File: config.mk
export PLATFORM = sky130hd
export DESIGN_NAME = pixel_fifo
export DESIGN_NICKNAME = d
export VERILOG_FILES = /design/src/gfx_pkg.sv /design/src/pixel_fifo.sv
export SDC_FILE = /design/constraint.sdc
export NUM_CORES = 1
export LEC_CHECK = 0
export BUFFER_PORTS_ARGS = -buffer_cell sky130_fd_sc_hd__buf_2
export CAP_MARGIN = 20
export CORE_MARGIN = 1.5
export CORE_UTILIZATION = 45
export CTS_CLUSTER_DIAMETER = 120
export DETAILED_ROUTE_END_ITERATION = 8
export HOLD_SLACK_MARGIN = 0.03
export PLACE_DENSITY = 0.63
export SYNTH_ARGS = -nofsm -noshare
export SYNTH_HDL_FRONTEND = slang
export SYNTH_SLANG_ARGS = --single-unit
File: constraint.sdc
create_clock -name pixel_clk -period 4 [get_ports pixel_clk]
set_input_delay 0.4 -clock pixel_clk [delete_from_list [all_inputs] [get_ports pixel_clk]]
set_output_delay 0.4 -clock pixel_clk [all_outputs]
set_load 0.01 [all_outputs]
File: src/gfx_pkg.sv
// Graphics package with the video mode, frame buffer geometry and shared structs
package gfx_pkg;

  // Tiny video mode, 64x48 visible in an 80x54 frame
  localparam int H_ACTIVE = 64;
  localparam int H_FRONT  = 4;
  localparam int H_SYNC   = 8;
  localparam int H_BACK   = 4;
  localparam int H_TOTAL  = H_ACTIVE + H_FRONT + H_SYNC + H_BACK;

  localparam int V_ACTIVE = 48;
  localparam int V_FRONT  = 2;
  localparam int V_SYNC   = 2;
  localparam int V_BACK   = 2;
  localparam int V_TOTAL  = V_ACTIVE + V_FRONT + V_SYNC + V_BACK;

  localparam int H_SYNC_START = H_ACTIVE + H_FRONT;
  localparam int H_SYNC_END   = H_SYNC_START + H_SYNC;
  localparam int V_SYNC_START = V_ACTIVE + V_FRONT;
  localparam int V_SYNC_END   = V_SYNC_START + V_SYNC;

  localparam int H_CNT_W = $clog2(H_TOTAL);
  localparam int V_CNT_W = $clog2(V_TOTAL);
  localparam int X_W     = $clog2(H_ACTIVE);
  localparam int Y_W     = $clog2(V_ACTIVE);

  // Frame buffer striped over banks, pixel i lives in bank i % NUM_STRIPES
  localparam int FB_PIXELS   = H_ACTIVE * V_ACTIVE;
  localparam int FB_ADDR_W   = 12;
  localparam int NUM_STRIPES = 2;
  localparam int BANK_W      = $clog2(NUM_STRIPES);
  localparam int BANK_WORDS  = FB_PIXELS / NUM_STRIPES;
  localparam int BANK_ADDR_W = $clog2(BANK_WORDS);
  localparam int COLOR_W     = 4;

  // Credit loop between reader and output stage
  localparam int FIFO_DEPTH = 8;
  localparam int FIFO_PTR_W = $clog2(FIFO_DEPTH);
  localparam int FIFO_CNT_W = $clog2(FIFO_DEPTH + 1);
  localparam int ERR_CNT_W  = 16;

  typedef struct packed {
    logic [COLOR_W-1:0] red;
    logic [COLOR_W-1:0] grn;
    logic [COLOR_W-1:0] blu;
  } pixel_t;

  typedef struct packed {
    logic                 valid;
    logic [FB_ADDR_W-1:0] addr;
    pixel_t               pix;
  } fb_wr_t;

  typedef struct packed {
    logic                 valid;
    logic [FB_ADDR_W-1:0] addr;
  } fb_rd_t;

  typedef struct packed {
    pixel_t pix;
    logic   hsync;
    logic   vsync;
    logic   de;
  } vga_t;

endpackage

File: src/pixel_fifo.sv
// Pixel FIFO between the frame buffer reader and the VGA output stage
`timescale 1ns/1ps

module pixel_fifo import gfx_pkg::*; (
  input  logic   pixel_clk,
  input  logic   rst_n,
  input  logic   push,
  input  pixel_t push_data,
  input  logic   pop,
  output pixel_t pop_data,
  output logic   empty
);

  pixel_t                mem [FIFO_DEPTH];
  logic [FIFO_PTR_W-1:0] wr_ptr;
  logic [FIFO_PTR_W-1:0] rd_ptr;
  logic [FIFO_CNT_W-1:0] count;
  logic                  bypass;
  logic                  wr_en;
  logic                  rd_en;

  // Empty FIFO passes the incoming pixel straight through
  assign bypass   = (count == '0);
  assign empty    = bypass && !push;
  assign pop_data = bypass ? push_data : mem[rd_ptr];
  assign wr_en    = push && !(pop && bypass);
  assign rd_en    = pop && !bypass;

  always_ff @(posedge pixel_clk) begin
    if (wr_en) begin
      mem[wr_ptr] <= push_data;
    end
  end

  always_ff @(posedge pixel_clk) begin
    if (!rst_n) begin
      wr_ptr <= '0;
      rd_ptr <= '0;
      count  <= '0;
    end else begin
      wr_ptr <= wr_ptr + FIFO_PTR_W'(wr_en);
      rd_ptr <= rd_ptr + FIFO_PTR_W'(rd_en);
      count  <= count + FIFO_CNT_W'(wr_en) - FIFO_CNT_W'(rd_en);
    end
  end

  // Credit accounting upstream keeps room for every response
  a_no_overflow: assert property (
    @(posedge pixel_clk) disable iff (!rst_n)
    push |-> (count < FIFO_CNT_W'(FIFO_DEPTH))
  ) else $error("pixel_fifo push while full");

endmodule

==> run_results.csv, run 1 <==
group,metric,value,unit
outcome,status,"completed",
hold_path,hp-start,"push_data[9]",
global_route,overflow,0,
routing,routed_wl,8100,um
yosys,avgSynthCellArea,15.6,um2
cells_and_area,layout_commonest_cell,"edfxtp_1",
power_and_ir_drop,ir_drop,0.000316,V
critical_path,cp-endpoint,"pop_data[4]",
yosys,yosysSeqAreaShare,70.0,%
floorplanning,fp-row-count,35,
place,routabilityCongestion,0.721,
critical_path,r2r_setup_slack,1.53,ns
clock_network,cts_tree,"yes",
timing,fin_setup_tns,0,ns
floorplanning,ios,29,
timing,max_freq,0.360,GHz
clock_network,cts_buffer_depth,2,
timing,rsz0062_at_grt,"no",
floorplanning,die_width,102,um
yosys,yosys.area.top_type,"edfxtp_1",
critical_path,crit_path_start,"rd_ptr[0]",
floorplanning,die_area,0.0104,mm2
floorplanning,start_util,47.0,%
timing,fin_crit_sh,69.4,%
routing,avgViaCountPerCell,5.17,
cells_and_area,layout.nets,348,
timing,drv_slew,0,
routing,num_vias,2358,
clock_network,hold_buffers,0,
routing,wl_per_cell,17.8,um
global_route,grt_use_total,17.1,%
hold_path,hold_path.class,"input pin to register",
timing,finalHoldViolCount,0,
floorplanning,core-area,0.00937,mm2
critical_path,reg2reg_to,"count[2]",
timing,finalSetupViolations,0,
critical_path,r2r_start,"count[2]",
yosys,synth_top_family_by_area,"multiplexers",
clock_network,cts_resized,0,
yosys,ys_ff_latch,106,
cells_and_area,design_area,0.00489,mm2
global_route,grt_pass1_vias,2292,
place,place_inst,440,
critical_path,required,3.60,ns
yosys,netlist_area,0.00441,mm2
clock_network,root_buffer,"clkbuf_8",
place,dpl_cell_area,0.00470,mm2
timing,slew-limit-headroom,26.5,%
global_route,grt_pass1_wl,12600,um
cells_and_area,n_antenna_cell,0,
timing,min_period,2.78,ns
yosys,muxShareOfSynthArea,10.9,%
critical_path,path_max_fanout,26,
critical_path,cp_data_arrival_time,2.38,ns
timing,holdWs,0.315,ns
yosys,synth_compound_gate_area_share,4.63,%
global_route,grt_max_degree,27,
clock_network,clkSlewWorstSetupHoldPaths,0.10,ns
yosys,ys_types,24,
yosys,synthSimpleGateAreaFrac,7.36,%
cells_and_area,nFillCells,811,
clock_network,cts.sinks,106,
routing,drt_pass1_iterations,4,
timing,worstMarginPinSlew,1.10,ns
critical_path,critPathCaptureType,"output port",
critical_path,reg2reg_depth,13,
cells_and_area,drive_gt1_share,19.0,%
yosys,ys_warn_count,0,
power_and_ir_drop,p_leak,1.73,nW
routing,drt_iter0_markers,115,
global_route,antenna_found_initial,0,
yosys,synth_area_leaders,"edfxtp_1, mux2i_1, dfxtp_1",
yosys,synth_top_area_share,65.4,%
timing,fin_worst_skew,0.0129,ns
routing,drtAntennaViolNets,0,
critical_path,crit_type,"register to output port",
clock_network,postCtsSetupRepairBufs,0,
cells_and_area,final_cell_mix,"edfxtp_1, mux2i_1, buf_2",
place,hpwl,4870,um
critical_path,crit_path_start_kind,"register",
power_and_ir_drop,p_per_area,598,mW/mm2
clock_network,cts_buffers,9,
routing,drcViolationCount,0,
floorplanning,die_h,102,um
clock_network,h-tree-depth,3,
yosys,synthCells,282,
cells_and_area,final_cells,456,
yosys,synth_xor_area_share,0.795,%
flow_run,drv_cap,0,
clock_network,insertion_delay,0.37,ns
yosys,synth_fp_nets,308,
place,portBuffers,28,
yosys,synth-adder-area-share,3.01,%
power_and_ir_drop,total_power,2.93,mW
cells_and_area,area.growth.synth_to_final,11.1,%
how the worst min path moves through the flow:
stage / to / slack (ns) / depth (start not counted)
after floorplan: mem[0][0] / 0.50 / 0
after global placement: wr_ptr[0] / 0.58 / 2
after detailed placement: wr_ptr[0] / 0.60 / 2
after CTS: mem[7][0] / 0.30 / 1
after global routing: mem[7][1] / 0.30 / 1
final: mem[1][9] / 0.31 / 1
registers in the layout, indices dropped and copies added (netlist names):
| register | cells |
|---|---|
| mem | 96 |
| count | 4 |
| rd_ptr | 3 |
| wr_ptr | 3 |
layer usage:
metal	track usage [%]	part of all wire, %	vias up
li1	-	-	1133
met1	22.7	46	1170
met2	28.3	48	46
met3	4.31	4.6	9
met4	5.06	1.1	0
met5	0	0	-
per-stage QoR:
stage               setup WS, ns  util (%)
finish                      1.22      52.2
global route                1.02      52.2
CTS                         1.20      52.2
detailed placement          1.52      50.1
global placement            1.58      50.0
floorplan                   1.72         -
cell usage after synthesis (all sizes together):
| cell type | n |
|---|---|
| edfxtp | 96 |
| mux2i | 48 |
| nand2 | 27 |
| a22oi | 24 |
| buf | 12 |
| nand3 | 12 |
| and2 | 10 |
| dfxtp | 10 |
| ha | 9 |
| nor2 | 9 |
| inv | 7 |
| nor2b | 4 |
| nand2b | 3 |
| xor2 | 3 |
| nor3 | 2 |
| a21boi | 1 |
| a21o | 1 |
| a21oi | 1 |
| fa | 1 |
| nor3b | 1 |
| xnor2 | 1 |
cells by family after synthesis:
family	after synthesis
fa+ha+maj	10
buf+inv	19
compound gates	27
xor+xnor	4
simple gates	68
mux	48
flops	106
report_power, final:
group | switching (mW) | total, mW | leakage, nW | internal (mW)
clock network | 0.354 | 0.640 | 0.0873 | 0.287
registers | 0.0904 | 1.39 | 0.953 | 1.29
logic | 0.495 | 0.903 | 0.693 | 0.408
total | 0.939 | 2.93 | 1.73 | 1.99
layout make-up:
class                   instances  area (um2)  share of cell area [%]
clock buffers                   9         124                    2.53
clock inverters                 7        70.1                    1.43
inverters                       7        26.3                   0.537
multi-input cells             157        1190                    24.2
flip-flops and latches        106        3080                    63.0
well taps                     129         161                    3.30
repair buffers                 41         241                    4.93
worst max-delay path: stages, from the launching register on:
cell and delay, ns:
dfxtp_2 0.88, buf_4 0.45, mux2i_1 0.24, a22oi_1 0.10, nand3_1 0.14, nand2_1 0.06
buf_2 0.13
Power figures use the tool's default switching activity.
==> run 2, diff against run 1 <==
==> constraint.sdc (replaced) <==
create_clock -name pixel_clk -period 2.8 [get_ports pixel_clk]
set_input_delay 0.28 -clock pixel_clk [delete_from_list [all_inputs] [get_ports pixel_clk]]
set_output_delay 0.28 -clock pixel_clk [all_outputs]
set_load 0.01 [all_outputs]
==> run 2 against run 1 <==
  * Sequential power grew 37%
  * Critical path depth decreased by 1
  * Cell count grew 1.5%
  * Die area is the same
  * Flip-flop and latch count is the same
  * Sequential share of layout area is 0.42 points lower
  * First-iteration DRC count is 70% higher
  * Wire length up 1.2%
  * Register-to-register slack worse by 1.0 ns
  * Global-route usage is 0.057 points lower
  * Clock-buffer cell count increased by 1
  * Worst hold slack lost 0.11 ns
  * Largest cell class unchanged
  * Largest power group unchanged
==> run_results.csv, run 2 (synthesis results as in run 1) <==
group,metric,value,unit
outcome,status,"completed",
clock_network,cts_buffer_depth,2,
routing,wl_per_cell,17.7,um
timing,finalWorstSetupSlack,0.371,ns
routing,drtAntennaViolNets,0,
power_and_ir_drop,swShare,32.5,%
floorplanning,start_util,47.0,%
timing,finalHoldViolCount,0,
timing,slew-limit-headroom,28.9,%
global_route,grt_use_total,17.1,%
critical_path,crit_path_start_kind,"register",
clock_network,clkSlewWorstSetupHoldPaths,0.10,ns
critical_path,crit_path_start,"rd_ptr[2]",
hold_path,hold_path.class,"input pin to register",
floorplanning,die_h,102,um
place,place_inst,446,
power_and_ir_drop,p_leak,1.77,nW
routing,num_vias,2362,
critical_path,path_max_fanout,12,
cells_and_area,final_cells,463,
timing,max_freq,0.412,GHz
clock_network,root_buffer,"clkbuf_8",
timing,min_period,2.43,ns
global_route,grt_pass1_wl,12800,um
clock_network,h-tree-depth,3,
power_and_ir_drop,clockPowerShare,20.7,%
cells_and_area,layout_commonest_cell,"edfxtp_1",
global_route,grt_max_degree,26,
critical_path,crit_chain,"nor2_1 -> a22oi_1 -> nand3_1 -> nand2_1 -> buf_2",
timing,fin_setup_tns,0,ns
cells_and_area,drive_gt1_share,20.1,%
flow_run,drv_cap,0,
critical_path,cp.depth,5,
critical_path,r2r_setup_slack,0.51,ns
critical_path,reg2reg_depth,12,
floorplanning,fp-row-count,35,
clock_network,hold_buffers,0,
critical_path,cp-endpoint,"pop_data[4]",
timing,rsz0062_at_grt,"no",
place,dpl_cell_area,0.00474,mm2
place,routabilityCongestion,0.729,
clock_network,cts.sinks,106,
cells_and_area,final_cell_mix,"edfxtp_1, mux2i_1, buf_2",
floorplanning,ios,29,
cells_and_area,area.growth.synth_to_final,11.8,%
cells_and_area,final_core_util,52.6,%
clock_network,insertion_delay,0.36,ns
cells_and_area,top_register,"mem",
timing,worstMarginPinSlew,1.06,ns
power_and_ir_drop,power.internal,2.77,mW
place,portBuffers,28,
critical_path,crit_type,"register to output port",
global_route,overflow,0,
critical_path,cp.buffers_inverters,1,
cells_and_area,largest_registers,"mem x96, count x4",
clock_network,cts_resized,0,
timing,holdWs,0.201,ns
power_and_ir_drop,ir_drop,0.000298,V
clock_network,postCtsSetupRepairBufs,0,
power_and_ir_drop,combPwrFrac,33.1,%
timing,fin_worst_skew,0.00884,ns
critical_path,reg2reg_to,"count[2]",
routing,routed_wl,8210,um
critical_path,cpPeakStageDelay,0.82,ns
critical_path,required,2.52,ns
routing,drcViolationCount,0,
cells_and_area,n_antenna_cell,0,
routing,drt_iter0_markers,195,
routing,avgViaCountPerCell,5.10,
timing,fin_crit_sh,86.8,%
critical_path,critPathCaptureType,"output port",
clock_network,cts_buffers,9,
critical_path,cp_data_arrival_time,2.15,ns
cells_and_area,largest_reg_flops,96,
cells_and_area,design_area,0.00493,mm2
power_and_ir_drop,switching_power,1.33,mW
global_route,grt_pass1_vias,2375,
critical_path,r2r_start,"count[2]",
timing,drv_slew,0,
floorplanning,die_area,0.0104,mm2
place,post-place-ws,0.514,ns
power_and_ir_drop,total_power,4.11,mW
global_route,antenna_found_initial,0,
critical_path,slowest_stage,"nor2_1",
critical_path,crit_family,"simple AND/OR/NAND/NOR gates",
routing,drt_pass1_iterations,4,
floorplanning,core-area,0.00937,mm2
power_and_ir_drop,p_per_area,833,mW/mm2
timing,finalSetupViolations,0,
floorplanning,die_width,102,um
place,hpwl,5110,um
cells_and_area,nFillCells,816,
clock_network,cts_tree,"yes",
power_and_ir_drop,pwr-share-seq,46.2,%
cells_and_area,layout.nets,355,
-- run 2: cell count changes in the layout (fill, tap and decap cells not counted), sizes merged --
cell      delta
inv          +2
buf          +7
clkbuf       +1
clkinv       +2
clkinvlp     -4
bufinv       -1
-- run 2: worst reg2reg max path: cells and delay by family (launching register included) --
family	cells	cell delay [ns]
compound gates	1	0.22
xor+xnor	1	0.13
fa+ha+maj	4	0.98
buf+inv	4	0.22
flops	1	0.32
simple gates	2	0.32
-- run 2: power groups by stage --
stage / Combinational, mW / Sequential (mW) / Clock [mW]
CTS: 1.38 / 1.90 / 0.875
global placement: 1.37 / 1.93 / 0
floorplan: 1.05 / 1.92 / 0
global route: 1.52 / 1.91 / 0.933
finish: 1.36 / 1.90 / 0.849
detailed placement: 1.37 / 1.93 / 0
-- run 2: layout make-up --
class | instances | area, um2 | area share [%]
clock buffer | 10 | 128 | 2.59
clock inverter | 6 | 50.0 | 1.02
inverter | 7 | 26.3 | 0.533
tap | 129 | 161 | 3.28
timing repair buffer | 48 | 290 | 5.89
sequential | 106 | 3080 | 62.6
multi-input combinational | 157 | 1190 | 24.1
-- run 2: metal layers --
layer / vias up / global-route usage (%) / share of wire, %
met4: 0 / 6.01 / 1.2
met5: - / 0 / 0
met2: 48 / 28.2 / 47
met3: 8 / 3.08 / 4.2
met1: 1155 / 23.0 / 48
li1: 1151 / - / -
-- run 2: worst min path at each step --
stage | endpoint | slack, ns | depth (start not counted) | from
2_1_floorplan | mem[0][0] | 0.38 | 0 | push_data[0]
3_3_place_gp | mem[5][11] | 0.56 | 1 | push_data[11]
3_5_place_dp | mem[7][9] | 0.57 | 1 | push_data[9]
4_1_cts | mem[7][9] | 0.19 | 1 | push_data[9]
5_1_grt | mem[0][9] | 0.19 | 1 | push_data[9]
6_report | mem[0][9] | 0.20 | 1 | push_data[9]
==> run 3, diff against run 2 <==
--- a/config.mk
+++ b/config.mk
@@ -13,6 +13,7 @@
 export DETAILED_ROUTE_END_ITERATION = 8
 export HOLD_SLACK_MARGIN = 0.03
 export PLACE_DENSITY = 0.63
+export RECOVER_POWER = 50
 export SYNTH_ARGS = -nofsm -noshare
 export SYNTH_HDL_FRONTEND = slang
 export SYNTH_SLANG_ARGS = --single-unit
==> run 3 against run 2 <==
  * Combinational power about the same
  * Worst hold slack better by 0.048 ns
  * Fmax shrank 0.23%
  * Sequential share of layout area grew 0.40 points
  * Worst setup slack worse by 0.0055 ns
  * Global-route usage unchanged
  * Core utilization decreased by 0.33 points
  * Non-clock buffer count did not move
  * Cell area fell by 0.64%
  * Clock skew rose by 0.00055 ns
  * Cell count did not move
  * Total power down 0.19%
  * Highest routed layer unchanged
==> run_results.csv, run 3 (synthesis results as in run 1) <==
group,metric,value,unit
routing,num_vias,2389,
cells_and_area,largest_reg_flops,96,
critical_path,crit_path_start_kind,"register",
timing,min_period,2.43,ns
cells_and_area,largest_registers,"mem x96, count x4",
flow_run,drv_cap,0,
clock_network,cts_resized,0,
critical_path,cpMostUsedCell,"inv_1",
outcome,status,"completed",
cells_and_area,drive_gt1_share,15.3,%
power_and_ir_drop,ir_drop,0.000298,V
clock_network,clkSlewWorstSetupHoldPaths,0.10,ns
timing,worstMarginPinSlew,1.02,ns
floorplanning,die_h,102,um
clock_network,h-tree-depth,3,
critical_path,cpPeakStageDelay,0.45,ns
clock_network,cts.sinks,106,
global_route,grt_use_total,17.1,%
routing,drtAntennaViolNets,0,
floorplanning,start_util,47.0,%
floorplanning,die_width,102,um
critical_path,path_max_fanout,4,
routing,drt_pass1_iterations,4,
timing,finalHoldViolCount,0,
critical_path,crit_chain,"inv_1 -> ha_1 -> nor3b_1 -> a21boi_2 -> inv_1 -> ha_1 -> inv_1 -> ha_1 -> inv_1 -> fa_1 -> xnor2_1 -> and2_1",
hold_path,whs_path_depth,2,
place,routabilityCongestion,0.729,
critical_path,crit_type,"register to register",
floorplanning,core-area,0.00937,mm2
cells_and_area,n_antenna_cell,0,
power_and_ir_drop,p_leak,1.72,nW
timing,fin_crit_sh,87.0,%
clock_network,hold_buffers,0,
critical_path,cp_data_arrival_time,2.70,ns
global_route,overflow,0,
cells_and_area,layout.nets,355,
clock_network,cts_buffers,9,
global_route,grt_max_degree,26,
cells_and_area,final_core_util,52.2,%
critical_path,required,3.06,ns
place,portBuffers,28,
clock_network,insertion_delay,0.36,ns
global_route,grt_pass1_vias,2375,
cells_and_area,final_cell_mix,"edfxtp_1, mux2i_1, nand2_1",
clock_network,cts_tree,"yes",
floorplanning,fp-row-count,35,
routing,avgViaCountPerCell,5.16,
routing,wl_per_cell,17.7,um
routing,routed_wl,8190,um
clock_network,cts_buffer_depth,2,
cells_and_area,layout_commonest_cell,"edfxtp_1",
timing,max_freq,0.411,GHz
global_route,grt_pass1_wl,12800,um
critical_path,critPathCaptureType,"register",
timing,finalSetupViolations,0,
global_route,antenna_found_initial,0,
critical_path,reg2reg_depth,12,
timing,drv_slew,0,
clock_network,root_buffer,"clkbuf_8",
floorplanning,ios,29,
power_and_ir_drop,p_per_area,837,mW/mm2
timing,rsz0062_at_grt,"no",
hold_path,hold_path.class,"input pin to register",
critical_path,r2r_setup_slack,0.37,ns
timing,fin_setup_tns,0,ns
cells_and_area,top_register,"mem",
timing,slew-limit-headroom,31.8,%
power_and_ir_drop,total_power,4.10,mW
cells_and_area,area.growth.synth_to_final,11.1,%
place,hpwl,5110,um
timing,fin_worst_skew,0.00939,ns
critical_path,slowest_stage,"nor3b_1",
floorplanning,die_area,0.0104,mm2
routing,drt_iter0_markers,213,
routing,drcViolationCount,0,
clock_network,postCtsSetupRepairBufs,0,
[run 3: layer usage]
layer / global-route usage (%) / vias up / share of wire [%]
met5: 0 / - / 0
met4: 6.01 / 0 / 1.2
met3: 3.08 / 8 / 3.9
met2: 28.2 / 51 / 47
met1: 23.0 / 1178 / 47
li1: - / 1152 / -
[run 3: worst paths after layout]
path,start,end
worst max-delay path,count[2],count[2]
worst min-delay path,rst_n,count[1]
worst max register to register,count[2],count[2]
worst min register to register,wr_ptr[0],wr_ptr[0]
[run 3: power breakdown]
group	switching [mW]	internal, mW
clock	0.512	0.335
combinational	0.776	0.579
sequential	0.0453	1.85
[run 3: layout make-up]
cell class	count	area [um2]
clock buffer	10	128
timing repair buffer	48	264
fill	821	4480
sequential	106	3080
inverter	7	26.3
clock inverter	6	50.0
tap	129	161
multi-input combinational	157	1180
[run 3: per-stage QoR]
stage	setup WS (ns)	hold WS, ns	instance area, um2	instances
after floorplan	0.520	0.379	4410	282
after global placement	0.533	0.563	4740	446
after detailed placement	0.514	0.574	4740	446
after CTS	0.224	0.187	4920	462
after global routing	0.116	0.251	4890	463
final	0.365	0.249	4890	463
[run 3: critical path: cells and delay by family, from the launching register on]
family                     cells  cell delay (ns)
xor gates and xnor gates       1             0.13
adders and majority gates      4             0.89
AOI/OAI and AO/OA              1             0.16
and+or+nand+nor                2             0.59
DFF                            1             0.31
buffers and inverters          4             0.25
