==> config.mk <==
export PLATFORM = sky130hd
export DESIGN_NAME = vga_out
export DESIGN_NICKNAME = d
export VERILOG_FILES = /design/src/gfx_pkg.sv /design/src/vga_out.sv
export SDC_FILE = /design/constraint.sdc
export NUM_CORES = 1
export LEC_CHECK = 0
export ABC_AREA = 1
export BUFFER_PORTS_ARGS = -buffer_cell sky130_fd_sc_hd__buf_4
export CAP_MARGIN = 25
export CORE_MARGIN = 2
export CORE_UTILIZATION = 50
export CTS_BUF_LIST = sky130_fd_sc_hd__clkbuf_4 sky130_fd_sc_hd__clkbuf_8
export DETAILED_ROUTE_END_ITERATION = 6
export GPL_TIMING_DRIVEN = 0
export PLACE_DENSITY = 0.81
export SETUP_SLACK_MARGIN = 0.02
export SLEW_MARGIN = 20
export SYNTH_ARGS = -nofsm -noshare
export SYNTH_HDL_FRONTEND = slang
export SYNTH_SLANG_ARGS = --single-unit
export TNS_END_PERCENT = 10
==> constraint.sdc <==
create_clock -name pixel_clk -period 2.45 [get_ports pixel_clk]
set_clock_uncertainty 0.05 [all_clocks]
set_input_delay 0.49 -clock pixel_clk [delete_from_list [all_inputs] [get_ports pixel_clk]]
set_output_delay 0.49 -clock pixel_clk [all_outputs]
set_load 0.005 [all_outputs]
==> src/gfx_pkg.sv <==
// Graphics package with the video mode, frame buffer geometry and shared structs
package gfx_pkg;

  // Tiny video mode, 64x48 visible in an 80x54 frame
  localparam int H_ACTIVE = 64;
  localparam int H_FRONT  = 4;
  localparam int H_SYNC   = 8;
  localparam int H_BACK   = 4;
  localparam int H_TOTAL  = H_ACTIVE + H_FRONT + H_SYNC + H_BACK;

  localparam int V_ACTIVE = 48;
  localparam int V_FRONT  = 2;
  localparam int V_SYNC   = 2;
  localparam int V_BACK   = 2;
  localparam int V_TOTAL  = V_ACTIVE + V_FRONT + V_SYNC + V_BACK;

  localparam int H_SYNC_START = H_ACTIVE + H_FRONT;
  localparam int H_SYNC_END   = H_SYNC_START + H_SYNC;
  localparam int V_SYNC_START = V_ACTIVE + V_FRONT;
  localparam int V_SYNC_END   = V_SYNC_START + V_SYNC;

  localparam int H_CNT_W = $clog2(H_TOTAL);
  localparam int V_CNT_W = $clog2(V_TOTAL);
  localparam int X_W     = $clog2(H_ACTIVE);
  localparam int Y_W     = $clog2(V_ACTIVE);

  // Frame buffer striped over banks, pixel i lives in bank i % NUM_STRIPES
  localparam int FB_PIXELS   = H_ACTIVE * V_ACTIVE;
  localparam int FB_ADDR_W   = 12;
  localparam int NUM_STRIPES = 2;
  localparam int BANK_W      = $clog2(NUM_STRIPES);
  localparam int BANK_WORDS  = FB_PIXELS / NUM_STRIPES;
  localparam int BANK_ADDR_W = $clog2(BANK_WORDS);
  localparam int COLOR_W     = 4;

  // Credit loop between reader and output stage
  localparam int FIFO_DEPTH = 8;
  localparam int FIFO_PTR_W = $clog2(FIFO_DEPTH);
  localparam int FIFO_CNT_W = $clog2(FIFO_DEPTH + 1);
  localparam int ERR_CNT_W  = 16;

  typedef struct packed {
    logic [COLOR_W-1:0] red;
    logic [COLOR_W-1:0] grn;
    logic [COLOR_W-1:0] blu;
  } pixel_t;

  typedef struct packed {
    logic                 valid;
    logic [FB_ADDR_W-1:0] addr;
    pixel_t               pix;
  } fb_wr_t;

  typedef struct packed {
    logic                 valid;
    logic [FB_ADDR_W-1:0] addr;
  } fb_rd_t;

  typedef struct packed {
    pixel_t pix;
    logic   hsync;
    logic   vsync;
    logic   de;
  } vga_t;

endpackage

==> src/vga_out.sv <==
// VGA output stage that pops pixels, returns credits and counts underflows
`timescale 1ns/1ps

module vga_out import gfx_pkg::*; (
  input  logic                 pixel_clk,
  input  logic                 rst_n,
  input  logic                 hsync,
  input  logic                 vsync,
  input  logic                 de,
  input  logic                 fifo_empty,
  input  pixel_t               fifo_data,
  output logic                 pop,
  output logic                 credit_return,
  output vga_t                 vga,
  output logic [ERR_CNT_W-1:0] error_cnt
);

  logic underflow;

  assign pop           = de && !fifo_empty;
  assign credit_return = pop;
  assign underflow     = de && fifo_empty;

  always_ff @(posedge pixel_clk) begin
    if (!rst_n) begin
      vga       <= '{pix: pixel_t'(0), hsync: 1'b1, vsync: 1'b1, de: 1'b0};
      error_cnt <= '0;
    end else begin
      vga.hsync <= hsync;
      vga.vsync <= vsync;
      vga.de    <= de;
      // Black in blanking and on a missed pixel
      vga.pix   <= pop ? fifo_data : pixel_t'(0);
      if (underflow && (error_cnt != '1)) begin
        error_cnt <= error_cnt + 1'b1;
      end
    end
  end

endmodule

==> results by group, run 1 <==
GRT
  – Initial antenna violation count: 0
  – GRT Resource Usage Total: 20.1%
  – First-pass GRT wire length: 5.06 mm
  – Largest net degree at the start of global routing: 11
  – Vias in the first global route: 1,152
  – Final global-route overflow total: 0

Setup path
  – Endpoint required time on the critical path: 2.66 ns
  – Depth of the worst register-to-register path: 8
  – Data arrival, critical path: 1.95 ns
  – Destination of the worst register-to-register timing path: error_cnt[5]
  – Startpoint type of the worst setup path: flop
  – Worst reg2reg setup slack: 0.71 ns
  – Critical path start-end classification: reg -> reg
  – CP Max Fanout: 10
  – Worst Setup End Kind: flop
  – Beginning of the worst register-to-register path: error_cnt[0]

Layout
  – Total area of multi-input combinational cells: 614 um^2
  – Area occupied by registers: 621 um^2
  – Synth-to-Final Area Change: 36.3%
  – Final net count: 273
  – Final antenna diode count: 0
  – Number of standard cells in the final layout excluding fillers: 286
  – Layout fillers: 240
  – Fraction of final layout cells sized beyond drive strength 1: 27.5%

Timing
  – Slew at the pin closest to its max-slew limit: 0.425 ns
  – Slew Limit Headroom: 71.6%
  – Number of endpoints failing setup at the final stage: 0
  – Total negative slack for setup checks: 0 ns
  – Fin worst setup slack: 0.708 ns
  – Share of the cycle needed by the critical path after routing: 71.1%
  – Achievable frequency: 0.574 GHz
  – Final count of hold timing violations: 0
  – Total count of max-transition violations in the final report: 0
  – Post-layout min period: 1.74 ns
  – RSZ-0062 raised after global routing: no

Power
  – Fraction of power consumed by sequential logic: 50.3%
  – Sw frac: 23.1%
  – Switching component of the power: 250 uW
  – PnR Total Power: 1080 uW
  – Standby leakage power: 0.000930 uW
  – PwrDens: 577 mW/mm^2
  – Fraction of power consumed by the clock network: 38.4%
  – Max VDD drop: 0.542 mV
  – Internal power component: 833 uW
  – Combinational share of power: 11.3%

Hold path
  – Hold Crit Endpoint: vga[1]
  – Worst hold path cell count: 2
  – Hold Crit Class: in -> reg
  – Startpoint of the tightest hold check path: vsync

Die
  – DIE WIDTH: 56.5 um
  – Initial Util: 51.3%
  – I/O pins: 51
  – Core Region: 0.00269 mm^2
  – Die height: 56.5 um
  – Die area: 0.00319 mm^2
  – FP Rows: 19

Placed design
  – Placed cell count: 278
  – Number of I/O port buffers: 50
  – Routability-driven placement congestion ratio: 0.852
  – HPWL reported at the end of detailed placement: 2.24 mm
  – Post-placement setup slack: 0.765 ns

Yosys
  – Dominant register cell in the synthesized netlist: sky130_fd_sc_hd__dfxtp_1
  – Sequential element share of the synthesized area: 45.0%
  – Number of distinct library cells after synthesis: 20
  – Share of cell area taken by muxes after synthesis: 0%
  – Number of enable flip-flop cells after synthesis: 0
  – Syn_nets: 216
  – Proportion of synthesized flip-flops having asynchronous set or reset: 0%
  – Most frequent cell after synthesis: sky130_fd_sc_hd__nor2_1
  – Synthesized instance count: 197
  – Post-Synth XOR/XNOR Area: 3.81%
  – Share of the synthesized area in compound gates (AO/OA/AOI/OAI): 8.08%
  – Share of Yosys cell area claimed by the top area cell type: 45.0%
  – Fraction of the mapped netlist area in simple logic gates: 31.8%
  – Netlist area before placement: 0.00138 mm^2
  – Synthesis Warnings: 0
  – Combinational family with the most area after synthesis: simple AND/OR/NAND/NOR gates
  – Register bit total from synthesis: 31
  – Adder-cell area share of the yosys netlist: 0.908%
  – Largest area contributor in the synthesized netlist: sky130_fd_sc_hd__dfxtp_1
  – Avg Cell Area, Syn: 6.99 um^2
  – Dominant cells by area after synthesis: sky130_fd_sc_hd__dfxtp_1 (45%), sky130_fd_sc_hd__nor2_1 (13%), sky130_fd_sc_hd__nand2_1 (11%)
  – Top cells by instance count after synthesis: sky130_fd_sc_hd__nor2_1 (46), sky130_fd_sc_hd__nand2_1 (39), sky130_fd_sc_hd__dfxtp_1 (31)

CTS
  – Clock tree buffer depth: 2
  – Post-CTS Resized: 0
  – Clk Latency, worst-skew pair: 0.33 ns
  – Number of sinks handled by clock tree synthesis: 31
  – Post-CTS Setup Bufs: 0
  – Clk pin slew, worst setup/hold paths: 0.10 ns
  – Clock tree from TritonCTS: built
  – Total clock buffers created by CTS: 5
  – Clock root cell: sky130_fd_sc_hd__clkbuf_4
  – Number of hold-repair buffers added at the cts stage: 0
  – H-tree levels: 2

Route
  – Routed length per placed instance: 10.5 um
  – Number of optimization iterations in the first detailed-route pass: 4
  – DRC viols: 0
  – Post-detailed-route via-to-cell ratio: 4.76
  – Number of design-rule violations left by the first detailed-router iteration: 30
  – Total via count after detailed routing: 1,361
  – Final antenna-violating net count: 0
  – Total Routed Length: 3.01 mm

Outcome
  – Status: finished, final reports clean

Job
  – Max capacitance violation total: 0
[how the worst max path moves through the flow]
stage	startpoint	end	cells after the start
floorplan	error_cnt[0]	error_cnt[8]	9
CTS	error_cnt[0]	error_cnt[5]	8
global placement	error_cnt[0]	error_cnt[6]	8
detailed placement	error_cnt[0]	error_cnt[5]	8
global route	error_cnt[1]	error_cnt[5]	8
finish	error_cnt[0]	error_cnt[5]	8
[area by class of cell]
| type | count | share of cell area [%] |
|---|---|---|
| Tap cell | 31 | 2.07 |
| Inverter | 28 | 5.60 |
| Clock inverter | 2 | 1.87 |
| Buffer | 5 | 2.00 |
| Multi-Input combinational cell | 133 | 32.7 |
| Sequential cell | 31 | 33.0 |
| Timing Repair Buffer | 50 | 20.0 |
| Clock buffer | 6 | 2.73 |
[cells in the final DEF, fill, tap and decap left out]
| master | instances |
|---|---|
| sky130_fd_sc_hd__dfxtp_1 | 31 |
| sky130_fd_sc_hd__clkinv_2 | 1 |
| sky130_fd_sc_hd__buf_6 | 2 |
| sky130_fd_sc_hd__inv_1 | 28 |
| sky130_fd_sc_hd__or2_2 | 2 |
| sky130_fd_sc_hd__bufinv_16 | 1 |
| sky130_fd_sc_hd__o21ai_0 | 12 |
| sky130_fd_sc_hd__clkbuf_1 | 2 |
| sky130_fd_sc_hd__nor3_1 | 1 |
| sky130_fd_sc_hd__o21ai_4 | 1 |
| sky130_fd_sc_hd__nor2_2 | 2 |
| sky130_fd_sc_hd__clkbuf_8 | 1 |
| sky130_fd_sc_hd__xor2_1 | 5 |
| sky130_fd_sc_hd__buf_4 | 51 |
| sky130_fd_sc_hd__nand2_1 | 39 |
| sky130_fd_sc_hd__nand2_2 | 4 |
| sky130_fd_sc_hd__clkbuf_4 | 5 |
| sky130_fd_sc_hd__nand4_1 | 3 |
| sky130_fd_sc_hd__nand3_1 | 9 |
| sky130_fd_sc_hd__nor2_1 | 46 |
| sky130_fd_sc_hd__a21oi_1 | 6 |
| sky130_fd_sc_hd__o21ai_1 | 1 |
| sky130_fd_sc_hd__ha_1 | 1 |
| sky130_fd_sc_hd__xnor2_1 | 1 |
[metrics by stage]
step	instance area, um^2	hold WS (ns)	util [%]
CTS	1880	0.283	69.9
detailed placement	1790	0.450	66.7
floorplan	1380	0.423	-
global placement	1790	0.432	66.7
global route	1880	0.260	69.9
finish	1880	0.293	69.9
[metal layers]
metal | GRT usage, % | up-vias | wire (um)
met5 | 0 | - | 0
met4 | 6.46 | 0 | 51
met3 | 6.22 | 6 | 147
met2 | 31.7 | 41 | 1450
met1 | 26.2 | 599 | 1360
li1 | - | 715 | -
[critical path, stage by stage, from the launching register on]
cell	delay, ns
sky130_fd_sc_hd__dfxtp_1	0.41
sky130_fd_sc_hd__ha_1	0.25
sky130_fd_sc_hd__nand2_2	0.08
sky130_fd_sc_hd__nor2_2	0.10
sky130_fd_sc_hd__nand2_2	0.11
sky130_fd_sc_hd__o21ai_4	0.27
sky130_fd_sc_hd__buf_6	0.18
sky130_fd_sc_hd__nand2_1	0.06
sky130_fd_sc_hd__a21oi_1	0.15
[cells by family (layout without fill, tap and decap cells)]
| family | Yosys count | in the layout |
|---|---|---|
| buf+inv | 33 | 91 |
| xor+xnor | 6 | 6 |
| simple gates | 106 | 106 |
| flops | 31 | 31 |
| fa+ha+maj | 1 | 1 |
| compound gates | 20 | 20 |
[state kept, by name, summed over array words and instances, names as in the netlist]
| name | cells |
|---|---|
| vga | 15 |
| error_cnt | 16 |
[power groups by stage]
stage	Clock, uW	Sequential, uW	Combinational [uW]
3_5_place_dp	0	556	123
6_report	416	545	123
3_3_place_gp	0	556	119
5_1_grt	450	548	138
4_1_cts	425	544	124
2_1_floorplan	0	555	55.2
Note: power is estimated with default switching activity, not from simulation.
==> run 2: changes to the inputs <==
clock period = 1.7 ns   (was 2.45 ns; I/O delays follow)
==> run 2 against run 1 <==
Compared with the run above: cell count rose by 0.70%; first-iteration DRC count rose by 20%; total power grew 45%; routed wire length up 2.3%; global-route usage rose by 0.24 points; clock power up 45%.
==> results by group, run 2 (same netlist as run 1, synthesis figures left out) <==
Placed design
  – Number of I/O port buffers: 50
  – Area post-placement: 0.00179 mm^2
  – HPWL reported at the end of detailed placement: 2.24 mm
  – Routability-driven placement congestion ratio: 0.852
  – Post-placement setup slack: 0.0154 ns

Timing
  – Final count of hold timing violations: 0
  – Total negative slack for setup checks: 0 ns
  – Number of endpoints failing setup at the final stage: 0
  – Slew at the pin closest to its max-slew limit: 0.428 ns
  – Fin worst setup slack: 0.108 ns
  – Slew Limit Headroom: 71.5%
  – Smallest hold slack: 0.143 ns
  – Achievable frequency: 0.628 GHz
  – Post-layout min period: 1.59 ns
  – RSZ-0062 raised after global routing: yes
  – Share of the cycle needed by the critical path after routing: 93.7%
  – Total count of max-transition violations in the final report: 0

Route
  – DRC viols: 0
  – Number of optimization iterations in the first detailed-route pass: 4
  – WL met3: 166 um
  – Total Routed Length: 3.08 mm
  – Routed wl met2: 1.47 mm
  – Routed length per placed instance: 10.7 um
  – Top sig layer: met4
  – Total via count after detailed routing: 1,372
  – Post-detailed-route via-to-cell ratio: 4.76
  – Routed length on met1: 1.39 mm
  – Number of design-rule violations left by the first detailed-router iteration: 36
  – Final antenna-violating net count: 0

Power
  – Combinational share of power: 11.7%
  – Standby leakage power: 0.000939 uW
  – Max VDD drop: 0.783 mV
  – Internal power component: 1210 uW
  – Sw frac: 23.3%
  – Switching component of the power: 366 uW
  – Fraction of power consumed by the clock network: 38.3%
  – PwrDens: 818 mW/mm^2
  – Fraction of power consumed by sequential logic: 50.1%

CTS
  – Number of hold-repair buffers added at the cts stage: 0
  – Clock tree from TritonCTS: built
  – Total clock buffers created by CTS: 5
  – H-tree levels: 2
  – Number of sinks handled by clock tree synthesis: 31
  – Clock root cell: sky130_fd_sc_hd__clkbuf_4
  – Clk Latency, worst-skew pair: 0.33 ns
  – Clk pin slew, worst setup/hold paths: 0.11 ns
  – Clock tree buffer depth: 2

Die
  – I/O pins: 51
  – Initial Util: 51.3%
  – Core Region: 0.00269 mm^2
  – DIE WIDTH: 56.5 um
  – FP Rows: 19
  – Die area: 0.00319 mm^2
  – Die height: 56.5 um

GRT
  – First-pass GRT wire length: 5.12 mm
  – GRT Resource Usage Total: 20.4%
  – Vias in the first global route: 1,166
  – Initial antenna violation count: 0
  – Largest net degree at the start of global routing: 11
  – Final global-route overflow total: 0

Job
  – Max capacitance violation total: 0

Layout
  – Register bank with the most flops: error_cnt
  – Layout fillers: 230
  – Fraction of final layout cells sized beyond drive strength 1: 30.0%
  – Synth-to-Final Area Change: 39.6%
  – Most common cell after layout, fill and taps aside: sky130_fd_sc_hd__buf_4
  – Core utilization of the finished layout: 71.6%
  – Largest registers ranked by flip-flop count: error_cnt: 16 flops, vga: 15 flops
  – Most frequent cells in the layout: sky130_fd_sc_hd__buf_4 (53), sky130_fd_sc_hd__nor2_1 (44), sky130_fd_sc_hd__nand2_1 (39)
  – Max FFs per register: 16
  – Final antenna diode count: 0
  – Final net count: 275
  – Post-route cell area: 0.00192 mm^2

Setup path
  – CP Max Fanout: 10
  – Destination of the worst register-to-register timing path: error_cnt[7]
  – Kind of cell adding the most delay to the critical path: simple AND/OR/NAND/NOR gates
  – Worst Setup End Kind: flop
  – Depth of the worst register-to-register path: 9
  – Worst reg2reg setup slack: 0.11 ns
  – Endpoint required time on the critical path: 1.86 ns
  – Data arrival, critical path: 1.76 ns
  – WP buf/inv: 1
  – Worst stage delay on the critical path: 0.40 ns
  – Startpoint type of the worst setup path: flop
  – Critical path start-end classification: reg -> reg
  – Cell-by-cell trace of the critical path: ha_4 > nand2_2 > nor2_2 > nand2_2 > nor2_4 > nor2_4 > buf_6 > o21ai_0 > nor2_1
  – Beginning of the worst register-to-register path: error_cnt[0]
  – Worst-path cell with the longest stage delay: sky130_fd_sc_hd__dfxtp_2

Hold path
  – Startpoint of the tightest hold check path: vsync
  – Hold Crit Class: in -> reg
  – Hold Crit Endpoint: vga[1]
  – Worst hold path cell count: 2

Outcome
  – Status: finished, final reports clean
-- run 2: final cells by class --
type | count | area, um^2 | area share (%)
plain buffers | 5 | 37.5 | 1.95
clock buffers | 6 | 51.3 | 2.67
repair buffers | 52 | 390 | 20.3
inverters | 28 | 105 | 5.47
multi-input cells | 133 | 642 | 33.4
flip-flops and latches | 31 | 623 | 32.4
clock inverters | 2 | 35.0 | 1.82
well taps | 31 | 38.8 | 2.02
-- run 2: stage by stage --
stage	power, uW	instances
2_1_floorplan	879	197
3_3_place_gp	973	278
3_5_place_dp	978	278
4_1_cts	1580	288
5_1_grt	1650	288
6_report	1570	288
-- run 2: worst max-delay path by stage --
stage,startpoint,endpoint,slack [ns],cells after the start
after global placement,error_cnt[0],error_cnt[6],0.03,8
after CTS,error_cnt[0],error_cnt[7],0.003,9
after global routing,error_cnt[0],error_cnt[7],-0.006,9
after detailed placement,error_cnt[0],error_cnt[5],0.02,8
after floorplan,error_cnt[0],error_cnt[8],0.17,9
final,error_cnt[0],error_cnt[7],0.11,9
-- run 2: power groups by stage --
stage                     clock network [uW]  logic, uW  registers (uW)
after floorplan                            0       79.6             800
after global placement                     0        172             801
after detailed placement                   0        177             801
after CTS                                612        183             785
after global routing                     648        205             792
final                                    602        183             787
-- run 2: worst register-to-register path: stages (launching register included) --
cell and delay [ns]:
sky130_fd_sc_hd__dfxtp_2 0.40, sky130_fd_sc_hd__ha_4 0.17, sky130_fd_sc_hd__nand2_2 0.06, sky130_fd_sc_hd__nor2_2 0.11, sky130_fd_sc_hd__nand2_2 0.13, sky130_fd_sc_hd__nor2_4 0.16
sky130_fd_sc_hd__nor2_4 0.07, sky130_fd_sc_hd__buf_6 0.14, sky130_fd_sc_hd__o21ai_0 0.14, sky130_fd_sc_hd__nor2_1 0.05
-- run 2: layer usage --
metal / track usage [%] / vias up
met5: 0 / -
met1: 27.0 / 609
met2: 31.7 / 41
li1: - / 716
met4: 6.46 / 0
met3: 6.22 / 6
-- run 2: repair_timing --
action | 4_1_cts | 5_1_grt
endpoints found under the hold margin | 0 | 0
resized for setup | 2 | 7
setup buffers | 2 | 0
gates cloned | 0 | 0
pin swaps | 1 | 0
endpoints found under the setup margin | 7 | 15
==> run 3: changes to the inputs <==
ABC_AREA = default   (was 1)
CORE_UTILIZATION = 49   (was 50)
==> run 3 against run 2 <==
Compared with the run above: the run now ends with setup timing left; clock-buffer cell count is 1 higher; cell count is 21% lower; sequential cell count stayed put; highest routed layer unchanged.
==> results by group, run 3 <==
Outcome
  – Status: complete, but fails checks
  – Violated checks: setup timing

GRT
  – Initial antenna violation count: 0
  – First-pass GRT wire length: 4.81 mm
  – Largest net degree at the start of global routing: 11
  – Final global-route overflow total: 0
  – GRT Resource Usage Total: 24.0%
  – Vias in the first global route: 1,086

Route
  – DRC viols: 0
  – Routed length per placed instance: 15.1 um
  – Total via count after detailed routing: 1,270
  – Post-detailed-route via-to-cell ratio: 5.57
  – Number of optimization iterations in the first detailed-route pass: 4
  – Total Routed Length: 3.44 mm
  – Final antenna-violating net count: 0
  – Number of design-rule violations left by the first detailed-router iteration: 34

Yosys
  – Syn_nets: 149
  – Register bit total from synthesis: 31
  – Dominant register cell in the synthesized netlist: sky130_fd_sc_hd__dfxtp_1
  – Dominant cells by area after synthesis: sky130_fd_sc_hd__dfxtp_1 (51%), sky130_fd_sc_hd__and2_1 (6.7%), sky130_fd_sc_hd__a21oi_1 (3.7%)
  – Top cells by instance count after synthesis: sky130_fd_sc_hd__dfxtp_1 (31), sky130_fd_sc_hd__and2_1 (13), sky130_fd_sc_hd__nand2_1 (11)
  – Synthesis Warnings: 0
  – Netlist area before placement: 0.00122 mm^2
  – Number of enable flip-flop cells after synthesis: 0
  – Largest area contributor in the synthesized netlist: sky130_fd_sc_hd__dfxtp_1
  – Most frequent cell after synthesis: sky130_fd_sc_hd__dfxtp_1
  – Share of Yosys cell area claimed by the top area cell type: 50.9%
  – Number of distinct library cells after synthesis: 27
  – Synthesized instance count: 130
  – Proportion of synthesized flip-flops having asynchronous set or reset: 0%
  – Avg Cell Area, Syn: 9.38 um^2
  – Sequential element share of the synthesized area: 50.9%

Layout
  – Final net count: 216
  – Register bank with the most flops: error_cnt
  – Layout fillers: 171
  – Core utilization of the finished layout: 79.0%
  – Area occupied by registers: 637 um^2
  – Total area of multi-input combinational cells: 672 um^2
  – Number of standard cells in the final layout excluding fillers: 228
  – Most frequent cells in the layout: sky130_fd_sc_hd__buf_4 (61), sky130_fd_sc_hd__dfxtp_1 (24), sky130_fd_sc_hd__and2_1 (13)
  – Largest registers ranked by flip-flop count: error_cnt: 16 flops, vga: 15 flops
  – Most common cell after layout, fill and taps aside: sky130_fd_sc_hd__buf_4
  – Synth-to-Final Area Change: 56.0%
  – Final antenna diode count: 0
  – Fraction of final layout cells sized beyond drive strength 1: 49.0%
  – Max FFs per register: 16

Placed design
  – Routability-driven placement congestion ratio: 0.779
  – HPWL reported at the end of detailed placement: 2.05 mm
  – Placed cell count: 210
  – Number of I/O port buffers: 50

Setup path
  – Endpoint required time on the critical path: 1.92 ns
  – Data arrival, critical path: 2.01 ns
  – Startpoint type of the worst setup path: flop
  – Worst-path cell with the longest stage delay: sky130_fd_sc_hd__or4_4
  – WP buf/inv: 1
  – CP Max Fanout: 6
  – Cell-by-cell trace of the critical path: ha_4 > nand4_1 > nor4_4 > buf_4 > or4_4 > a21oi_1
  – Critical path start-end classification: reg -> reg
  – Kind of cell adding the most delay to the critical path: simple AND/OR/NAND/NOR gates
  – Worst stage delay on the critical path: 0.47 ns
  – Worst Setup End Kind: flop

Timing
  – Slew Limit Headroom: 61.0%
  – Achievable frequency: 0.556 GHz
  – RSZ-0062 raised after global routing: yes
  – Total count of max-transition violations in the final report: 0
  – Total negative slack for setup checks: -0.504 ns
  – Post-layout min period: 1.80 ns
  – Number of endpoints failing setup at the final stage: 8
  – Share of the cycle needed by the critical path after routing: 106%
  – Slew at the pin closest to its max-slew limit: 0.586 ns
  – Final count of hold timing violations: 0
  – Fin worst setup slack: -0.0978 ns

Die
  – Die height: 53.9 um
  – Initial Util: 50.6%
  – DIE WIDTH: 53.9 um
  – Core Region: 0.00241 mm^2
  – Die area: 0.00290 mm^2
  – FP Rows: 18
  – I/O pins: 51

CTS
  – Clock root cell: sky130_fd_sc_hd__clkbuf_4
  – Clk Latency, worst-skew pair: 0.33 ns
  – Number of sinks handled by clock tree synthesis: 31
  – H-tree levels: 2
  – Number of hold-repair buffers added at the cts stage: 0
  – Total clock buffers created by CTS: 5
  – Clock tree from TritonCTS: built
  – Clk pin slew, worst setup/hold paths: 0.10 ns
  – Clock tree buffer depth: 2

Power
  – Standby leakage power: 0.000800 uW
  – Sw frac: 23.2%
  – PwrDens: 679 mW/mm^2
  – Combinational share of power: 7.8%
  – Internal power component: 992 uW
  – PnR Total Power: 1290 uW
  – Fraction of power consumed by the clock network: 34.6%
  – Fraction of power consumed by sequential logic: 57.6%
  – Max VDD drop: 0.687 mV
  – Switching component of the power: 299 uW

Job
  – Max capacitance violation total: 0

Hold path
  – Hold Crit Class: in -> reg
[run 3: changes by cell type in the layout (fill, tap and decap cells not counted), sizes merged, moves of 6 or more]
cell / previous run / this run
nand2: 43 / 11
o21ai: 14 / 6
buf: 55 / 62
inv: 28 / 5
and2: 0 / 13
nor2: 48 / 2
o31ai: 0 / 6
[run 3: through the flow]
stage	area [um^2]	hold WS, ns	setup slack, ns
after global routing	1900	0.125	-0.162
final	1900	0.139	-0.0978
after floorplan	1230	0.391	-0.154
after detailed placement	1640	0.451	-0.577
after CTS	1800	0.130	-0.0554
after global placement	1640	0.435	-0.402
[run 3: final cells by class]
cell class	instances	share of cell area, %
multi-input cells	89	35.3
flip-flops and latches	31	33.5
repair buffers	61	24.3
clock buffers	7	2.76
well taps	30	1.97
plain buffers	4	0.986
inverters	5	0.986
clock inverters	1	0.263
[run 3: worst paths after layout]
path                 from           end  slack, ns  depth (start not counted)
max reg2reg  error_cnt[1]  error_cnt[9]       -0.1                          6
min reg2reg  error_cnt[2]  error_cnt[2]       0.48                          2
max          error_cnt[1]  error_cnt[9]       -0.1                          6
min                 vsync        vga[1]       0.14                          2
[run 3: cells by family after synthesis]
family / after synthesis / share of synthesized area [%]
AND/OR/NAND/NOR: 58 / 28.1
flip-flops: 31 / 50.9
AO/OA/AOI/OAI: 27 / 14.2
multiplexers: 3 / 2.46
buffers and inverters: 10 / 3.38
adder cells (fa/ha/maj): 1 / 1.03
[run 3: timing repair]
action,in CTS,in global routing
gates resized for setup,14,19
endpoints found under the setup margin,15,15
pin swaps,7,8
setup buffers,5,7
[run 3: metal layers]
metal | track usage, % | routed length (um)
met1 | 28.1 | 1400
met5 | 0 | 0
met2 | 39.0 | 1760
met3 | 8.89 | 204
met4 | 10.3 | 68
[run 3: worst register-to-register path, delay by kind of cell (launching register included)]
family,cells,cell delay [ns]
AO/OA/AOI/OAI,1,0.13
AND/OR/NAND/NOR,3,0.83
buffers and inverters,1,0.17
flip-flops,1,0.37
adder cells (fa/ha/maj),1,0.17
[run 3: power groups by stage]
stage / combinational, uW / clock [uW] / sequential, uW
detailed placement: 91.2 / 0 / 763
global placement: 88.6 / 0 / 763
CTS: 98.8 / 450 / 746
finish: 101 / 447 / 744
global route: 110 / 492 / 746
floorplan: 27.5 / 0 / 764
